`src/source/bpu_pkg.sv`:
```
package bpu_pkg;

    // basic datapath widths
    localparam int XLEN = 32;

    typedef logic [XLEN-1:0] addr_t;   // pc or branch target
    typedef logic [XLEN-1:0] inst_t;   // raw instruction word
    typedef logic [1:0]      ctr_t;    // 2-bit saturating counter

    // direction table indexed by pc[7:2]
    localparam int BIM_ENTRIES = 64;
    localparam int BIM_IDX_W   = $clog2(BIM_ENTRIES);
    typedef logic [BIM_IDX_W-1:0] bim_idx_t;

    // target buffer indexed by pc[5:2] and tagged with pc[31:6]
    localparam int BTB_ENTRIES = 16;
    localparam int BTB_IDX_W   = $clog2(BTB_ENTRIES);
    localparam int BTB_TAG_W   = XLEN - BTB_IDX_W - 2;
    typedef logic [BTB_IDX_W-1:0] btb_idx_t;
    typedef logic [BTB_TAG_W-1:0] btb_tag_t;

    localparam ctr_t CTR_RESET = 2'd1;   // weakly not-taken

    // rv32 major opcodes
    localparam logic [6:0] OPC_BRANCH = 7'b1100011;
    localparam logic [6:0] OPC_JAL    = 7'b1101111;
    localparam logic [6:0] OPC_JALR   = 7'b1100111;

    // instructions are word aligned, so pc[1:0] never enters an index
    function automatic bim_idx_t bim_index(addr_t pc);
        return pc[BIM_IDX_W+1:2];
    endfunction

    function automatic btb_idx_t btb_index(addr_t pc);
        return pc[BTB_IDX_W+1:2];
    endfunction

    function automatic btb_tag_t btb_tag(addr_t pc);
        return pc[XLEN-1:BTB_IDX_W+2];
    endfunction

endpackage

```
`src/source/bimodal_predictor.sv`:
```
`timescale 1ns/1ps

module bimodal_predictor (
    input  logic           clk,
    input  logic           rst,
    // fetch lookup
    input  bpu_pkg::addr_t if_pc_i,
    // resolved outcome from execute
    input  logic           ex_valid_i,
    input  logic           ex_taken_i,
    input  bpu_pkg::addr_t ex_pc_i,
    output logic           taken_o
);

    import bpu_pkg::*;

    ctr_t     ctr_q [BIM_ENTRIES];
    bim_idx_t rd_idx;
    bim_idx_t wr_idx;
    ctr_t     wr_ctr;
    ctr_t     ctr_next;

    assign rd_idx = bim_index(if_pc_i);
    assign wr_idx = bim_index(ex_pc_i);

    // msb of the counter is the prediction
    assign taken_o = ctr_q[rd_idx][1];

    assign wr_ctr = ctr_q[wr_idx];

    // one step toward the outcome with saturation at 0 and 3
    always_comb begin
        ctr_next = wr_ctr;
        if (ex_taken_i) begin
            if (wr_ctr != 2'd3) begin
                ctr_next = wr_ctr + 2'd1;
            end
        end else begin
            if (wr_ctr != 2'd0) begin
                ctr_next = wr_ctr - 2'd1;
            end
        end
    end

    // lookup reads the old value in the update cycle
    always_ff @(posedge clk or posedge rst) begin
        if (rst) begin
            for (int i = 0; i < BIM_ENTRIES; i++) begin
                ctr_q[i] <= CTR_RESET;
            end
        end else if (ex_valid_i) begin
            ctr_q[wr_idx] <= ctr_next;
        end
    end

endmodule

```
`src/source/bpu_top.sv`:
```
`timescale 1ns/1ps

module bpu_top (
    input  logic           clk,
    input  logic           rst,
    // fetch stage
    input  bpu_pkg::addr_t if_pc_i,
    input  bpu_pkg::inst_t if_inst_i,
    // execute feedback
    input  logic           ex_valid_i,
    input  logic           ex_taken_i,
    input  bpu_pkg::addr_t ex_pc_i,
    input  bpu_pkg::addr_t ex_target_i,
    // prediction
    output logic           is_ctrl_o,
    output logic           pred_taken_o,
    output bpu_pkg::addr_t pred_pc_o
);

    import bpu_pkg::*;

    logic  dir_taken;
    logic  btb_hit;
    addr_t btb_target;

    bimodal_predictor u_bim (
        .clk        (clk),
        .rst        (rst),
        .if_pc_i    (if_pc_i),
        .ex_valid_i (ex_valid_i),
        .ex_taken_i (ex_taken_i),
        .ex_pc_i    (ex_pc_i),
        .taken_o    (dir_taken)
    );

    branch_target_buffer u_btb (
        .clk         (clk),
        .rst         (rst),
        .if_pc_i     (if_pc_i),
        .ex_valid_i  (ex_valid_i),
        .ex_taken_i  (ex_taken_i),
        .ex_pc_i     (ex_pc_i),
        .ex_target_i (ex_target_i),
        .hit_o       (btb_hit),
        .target_o    (btb_target)
    );

    // combines direction and target into the next pc
    next_pc_select u_sel (
        .if_pc_i      (if_pc_i),
        .if_inst_i    (if_inst_i),
        .dir_taken_i  (dir_taken),
        .btb_hit_i    (btb_hit),
        .btb_target_i (btb_target),
        .is_ctrl_o    (is_ctrl_o),
        .pred_taken_o (pred_taken_o),
        .pred_pc_o    (pred_pc_o)
    );

endmodule

```
`src/source/branch_target_buffer.sv`:
```
`timescale 1ns/1ps

module branch_target_buffer (
    input  logic           clk,
    input  logic           rst,
    // fetch lookup
    input  bpu_pkg::addr_t if_pc_i,
    // resolved outcome from execute
    input  logic           ex_valid_i,
    input  logic           ex_taken_i,
    input  bpu_pkg::addr_t ex_pc_i,
    input  bpu_pkg::addr_t ex_target_i,
    // lookup result
    output logic           hit_o,
    output bpu_pkg::addr_t target_o
);

    import bpu_pkg::*;

    // entry storage
    logic     valid_q  [BTB_ENTRIES];
    btb_tag_t tag_q    [BTB_ENTRIES];
    addr_t    target_q [BTB_ENTRIES];

    btb_idx_t rd_idx;
    btb_tag_t rd_tag;
    btb_idx_t wr_idx;
    btb_tag_t wr_tag;
    logic     wr_en;

    assign rd_idx = btb_index(if_pc_i);
    assign rd_tag = btb_tag(if_pc_i);

    assign wr_idx = btb_index(ex_pc_i);
    assign wr_tag = btb_tag(ex_pc_i);
    assign wr_en  = ex_valid_i & ex_taken_i;   // only taken branches allocate

    // direct mapped with a full tag compare
    assign hit_o    = valid_q[rd_idx] && (tag_q[rd_idx] == rd_tag);
    assign target_o = target_q[rd_idx];

    always_ff @(posedge clk or posedge rst) begin
        if (rst) begin
            for (int i = 0; i < BTB_ENTRIES; i++) begin
                valid_q[i] <= 1'b0;
            end
        end else if (wr_en) begin
            valid_q[wr_idx] <= 1'b1;
        end
    end

    // an aliasing branch simply overwrites the slot
    always_ff @(posedge clk) begin
        if (wr_en) begin
            tag_q[wr_idx]    <= wr_tag;
            target_q[wr_idx] <= ex_target_i;
        end
    end

endmodule

```
`src/source/next_pc_select.sv`:
```
`timescale 1ns/1ps

module next_pc_select (
    input  bpu_pkg::addr_t if_pc_i,
    input  bpu_pkg::inst_t if_inst_i,
    // predictor results
    input  logic           dir_taken_i,
    input  logic           btb_hit_i,
    input  bpu_pkg::addr_t btb_target_i,
    // prediction
    output logic           is_ctrl_o,
    output logic           pred_taken_o,
    output bpu_pkg::addr_t pred_pc_o
);

    import bpu_pkg::*;

    logic [6:0] opcode;
    logic       is_branch;
    logic       is_jal;
    logic       is_jalr;
    addr_t      b_off;
    addr_t      j_off;
    addr_t      seq_pc;
    addr_t      b_pc;
    addr_t      j_pc;

    assign opcode    = if_inst_i[6:0];
    assign is_branch = (opcode == OPC_BRANCH);
    assign is_jal    = (opcode == OPC_JAL);
    assign is_jalr   = (opcode == OPC_JALR);

    // b-type immediate with bit 0 implied zero
    assign b_off = {{(XLEN-12){if_inst_i[31]}},
                    if_inst_i[7],
                    if_inst_i[30:25],
                    if_inst_i[11:8],
                    1'b0};

    // j-type immediate
    assign j_off = {{(XLEN-20){if_inst_i[31]}},
                    if_inst_i[19:12],
                    if_inst_i[20],
                    if_inst_i[30:21],
                    1'b0};

    assign seq_pc = if_pc_i + addr_t'(4);
    assign b_pc   = if_pc_i + b_off;
    assign j_pc   = if_pc_i + j_off;

    always_comb begin
        is_ctrl_o    = is_branch | is_jal | is_jalr;
        pred_taken_o = 1'b0;
        pred_pc_o    = seq_pc;   // default fall-through
        if (is_branch) begin
            pred_taken_o = dir_taken_i;
            if (dir_taken_i) begin
                pred_pc_o = btb_hit_i ? btb_target_i : b_pc;
            end
        end else if (is_jal) begin
            pred_taken_o = 1'b1;   // unconditional
            pred_pc_o    = btb_hit_i ? btb_target_i : j_pc;
        end else if (is_jalr) begin
            // register target is known only to the buffer
            pred_taken_o = btb_hit_i;
            if (btb_hit_i) begin
                pred_pc_o = btb_target_i;
            end
        end
    end

endmodule

```
`config.mk`:
```
export PLATFORM = sky130hd
export DESIGN_NAME = bpu_top
export DESIGN_NICKNAME = d
export VERILOG_FILES = /design/src/source/bpu_pkg.sv /design/src/source/bimodal_predictor.sv /design/src/source/bpu_top.sv /design/src/source/branch_target_buffer.sv /design/src/source/next_pc_select.sv
export SDC_FILE = /design/constraint.sdc
export NUM_CORES = 2
export LEC_CHECK = 0
export ABC_AREA = 0
export BUFFER_PORTS_ARGS = -buffer_cell sky130_fd_sc_hd__buf_4
export CAP_MARGIN = 5
export CORE_UTILIZATION = 40
export DETAILED_ROUTE_END_ITERATION = 8
export MAX_ROUTING_LAYER = met4
export SLEW_MARGIN = 20
export SYNTH_ARGS = -nofsm -noshare
export SYNTH_HDL_FRONTEND = slang
export SYNTH_HIERARCHICAL = 1
export SYNTH_SLANG_ARGS = --single-unit
```
`constraint.sdc`:
```
create_clock -name clk -period 10.5 [get_ports clk]
set_input_delay 3.15 -clock clk [delete_from_list [all_inputs] [get_ports clk]]
set_output_delay 3.15 -clock clk [all_outputs]
set_load 0.005 [all_outputs]
```
==> flow_summary.json <==
{
  "post_route_cells_drive_above_1_share_pct": 28.4,
  "clock_path_buffers": 3,
  "yosysWarnings": 6,
  "gp_congestion": 0.951,
  "grt_max_degree": 79,
  "cts.reportedPaths.clkPinSlew_ns": 0.06,
  "ys_types": 94,
  "nFillCells": 10100,
  "cp_top_family": "simple AND/OR/NAND/NOR gates",
  "finalNetCount": 3408,
  "clock.fmax_ghz": 0.0966,
  "rsz0062_at_grt": "false",
  "maxCapViolations": 0,
  "h-tree-depth": 3,
  "cp-end-kind": "primary output",
  "min_path_type": "flop to flop",
  "via_per_inst": 5.86,
  "r2r_slack_ns": 6.82,
  "startpoint_type": "input port",
  "grt_usage_pct": 22.8,
  "synth_fa_ha_area_share_pct": 1.23,
  "core_area_um2": 119000,
  "fin_tns_setup_ns": 0,
  "setup_ws_ns": 0.146,
  "vdd_drop_max_mv": 0.157,
  "slew_viol_final": 0,
  "cts_tree": "done",
  "drcViolationCount": 0,
  "worst-path-buf-inv": 6,
  "power_density_nw_per_um2": 172,
  "port_buffers": 163,
  "cts_buffers": 111,
  "die_y_um": 349,
  "vias": 28900,
  "dieArea_um2": 122000,
  "grt_first_pass_wirelength_mm": 197,
  "place_area_um2": 52000,
  "synth_ff_type": "edfxtp_1",
  "critPathKind": "input port to primary output",
  "crit_top_cell": "buf_4",
  "synth_top_family_by_area": "multiplexers",
  "min_period_ns": 10.35,
  "postRouteAntennaNets": 0,
  "final_area_um2": 55800,
  "die_w_um": 349,
  "start_util_pct": 40.6,
  "finalHoldViolCount": 0,
  "period_share_pct": 98.6,
  "dpl_worst_slack_ns": -0.0606,
  "insertion_delay_ns": 0.71,
  "rows": 126,
  "max_slew.worst_pin.slew_ns": 1.22,
  "syn_area_um2": 48100,
  "p_leak_nw": 18.7,
  "outcome": "completed",
  "grt-ovfl-total": 0,
  "antenna_found_initial": 7,
  "synth.mux.area_fraction_pct": 15.7,
  "grt_pass1_vias": 28400,
  "required_ns": 7.35,
  "slew_headroom_pct": 18.7,
  "post_drt_wl_per_cell_um": 27.6,
  "routed_wl_mm": 136,
  "synth_enable_flop_cells": 928,
  "async_flop_share_pct": 13.4,
  "final_common_cell": "edfxtp_1",
  "dp_hpwl_mm": 84.8,
  "numClockSinks": 1072,
  "first_pass_iters": 5,
  "final_util_pct": 47.0,
  "io_pins": 166,
  "syn2layout_area_growth_pct": 15.8,
  "synth-compound-area-share_pct": 7.95,
  "cts-root-buf": "clkbuf_16",
  "arrival_ns": 7.20,
  "fin_worst_skew_ns": 0.0263,
  "synthCells": 2963,
  "final_cell_mix": "edfxtp_1, nand2_1, mux4_2",
  "synthXorXnorAreaFrac_pct": 1.82,
  "yosysSeqAreaShare_pct": 65.5,
  "synth.avg_cell_area_um2": 16.2,
  "syn_nets": 3141,
  "setup_viol": 0,
  "synth_seq_cells": 1072,
  "path_max_fanout": 16,
  "cpMaxStageDelayCell": "mux4_2",
  "critPathMaxStageDelay_ns": 0.52,
  "drt-initial-drc-count": 2790,
  "yosys.area_share.simple_pct": 5.75,
  "crit_chain": "buf_16 -> buf_4 -> mux4_2 -> and2_1 -> a21oi_1 -> o22ai_1 -> nor4_1 -> o21ai_1 -> nor4_4 -> buf_12 -> inv_1 -> buf_4 -> nor2_2 -> a211oi_1 -> nor2_1 -> a2111oi_2 -> or2_2 -> o211ai_1 -> buf_4"
}
path summary, 6_finish.rpt:
path                                       start                 to  cells past startpoint
worst max-delay path                  if_pc_i[2]      pred_pc_o[27]                     19
worst min register to register  u_btb/valid_q[9]   u_btb/valid_q[9]                      1
max in group asynchronous                    rst    u_bim/ctr_q[49]                      3
worst max register to register   u_bim/ctr_q[18]    u_bim/ctr_q[67]                      8
min in group asynchronous                    rst  u_btb/valid_q[11]                      2
worst min-delay path            u_btb/valid_q[9]   u_btb/valid_q[9]                      1
routing by layer:
layer / global-route usage [%] / wire length, µm / share of wire [%] / up-vias
li1: - / - / - / 12400
met1: 31.7 / 59900 / 44 / 15200
met2: 35.5 / 64300 / 47 / 1105
met3: 3.32 / 8920 / 6.6 / 164
met4: 5.58 / 2790 / 2.1 / 0
met5: - / 0 / 0 / -
kinds of logic after synthesis:
family                     Yosys count
adders and majority gates           46
AOI/OAI and AO/OA                  556
muxes                              381
and+or+nand+nor                    607
DFF                               1072
xor gates and xnor gates           100
buffers and inverters              201
layout make-up:
class | instances | area (µm²) | share of cell area, %
sequential | 1072 | 31600 | 56.6
timing repair buffer | 311 | 2630 | 4.71
antenna | 6 | 15.0 | 0.0269
clock buffer | 151 | 3010 | 5.39
inverter | 44 | 168 | 0.301
clock inverter | 55 | 579 | 1.04
multi-input combinational | 1690 | 15800 | 28.4
tap | 1600 | 2000 | 3.59
stage by stage:
stage | instances | power (mW) | hold WS [ns]
6_report | 4929 | 9.62 | 0.460
5_1_grt | 4929 | 9.93 | 0.477
4_1_cts | 4917 | 9.68 | 0.463
3_5_place_dp | 4711 | 5.86 | 0.448
3_3_place_gp | 4708 | 5.85 | 0.447
2_1_floorplan | 2963 | 5.46 | 0.434
sequential cells by signal (all words and copies together), names as in the netlist:
signal and flops:
u_btb/target_q 512, u_btb/tag_q 416, u_bim/ctr_q 128, u_btb/valid_q 16
cells in the mapped netlist, types with 7 or more instances:
cell       count  share of area, %
a211oi_1      15              0.23
o2bb2ai_1      8              0.15
buf_2         52              0.54
nor2b_1       14              0.18
clkbuf_1      60              0.47
nand4_1       17              0.22
mux2i_1       64               1.3
nand2b_1      17              0.22
mux2_2        18              0.42
dfrtp_1       80               4.2
and3_1         9              0.12
buf_4          8              0.12
buf_6         14              0.33
nor2_1       106              0.83
o21ai_1       11              0.11
nand2_1      305               2.4
mux4_2       298                14
a21o_1        27              0.42
o221ai_1      14              0.25
and4_1         7              0.13
a22oi_1       18              0.28
ha_1          44               1.1
inv_1         44              0.34
nor3_1        28              0.29
dfstp_2       64               3.5
o211ai_1      21              0.33
edfxtp_1     928                58
a21oi_1      102               1.1
o21ai_0      139               1.4
xor2_1        41              0.75
or2_2         25              0.32
a221oi_1      12              0.22
o31ai_1       50              0.78
nand3_1       35              0.36
and2_1        11              0.14
a211o_1        8              0.15
xnor2_1       59               1.1
a31oi_1       12              0.16
o22ai_1       19              0.25
o21bai_1      12              0.19
o31ai_2       21              0.55
buf_1         18              0.14
power by group:
part,leakage (nW),switching (mW),internal (mW)
registers,10.1,0.0435,4.76
clock network,1.73,1.67,2.17
logic,6.88,0.588,0.389
total,18.7,2.30,7.32
what timing repair did:
| item | CTS | global route |
|---|---|---|
| hold endpoints to repair | 0 | 0 |
| resized for setup | 1 | 12 |
| hold buffers | 0 | 0 |
| pin swaps | 0 | 6 |
| endpoints found under the setup margin | 5 | 23 |
| cloned | 0 | 1 |
| buffers inserted | 0 | 5 |
Note: power is estimated with default switching activity, not from simulation.
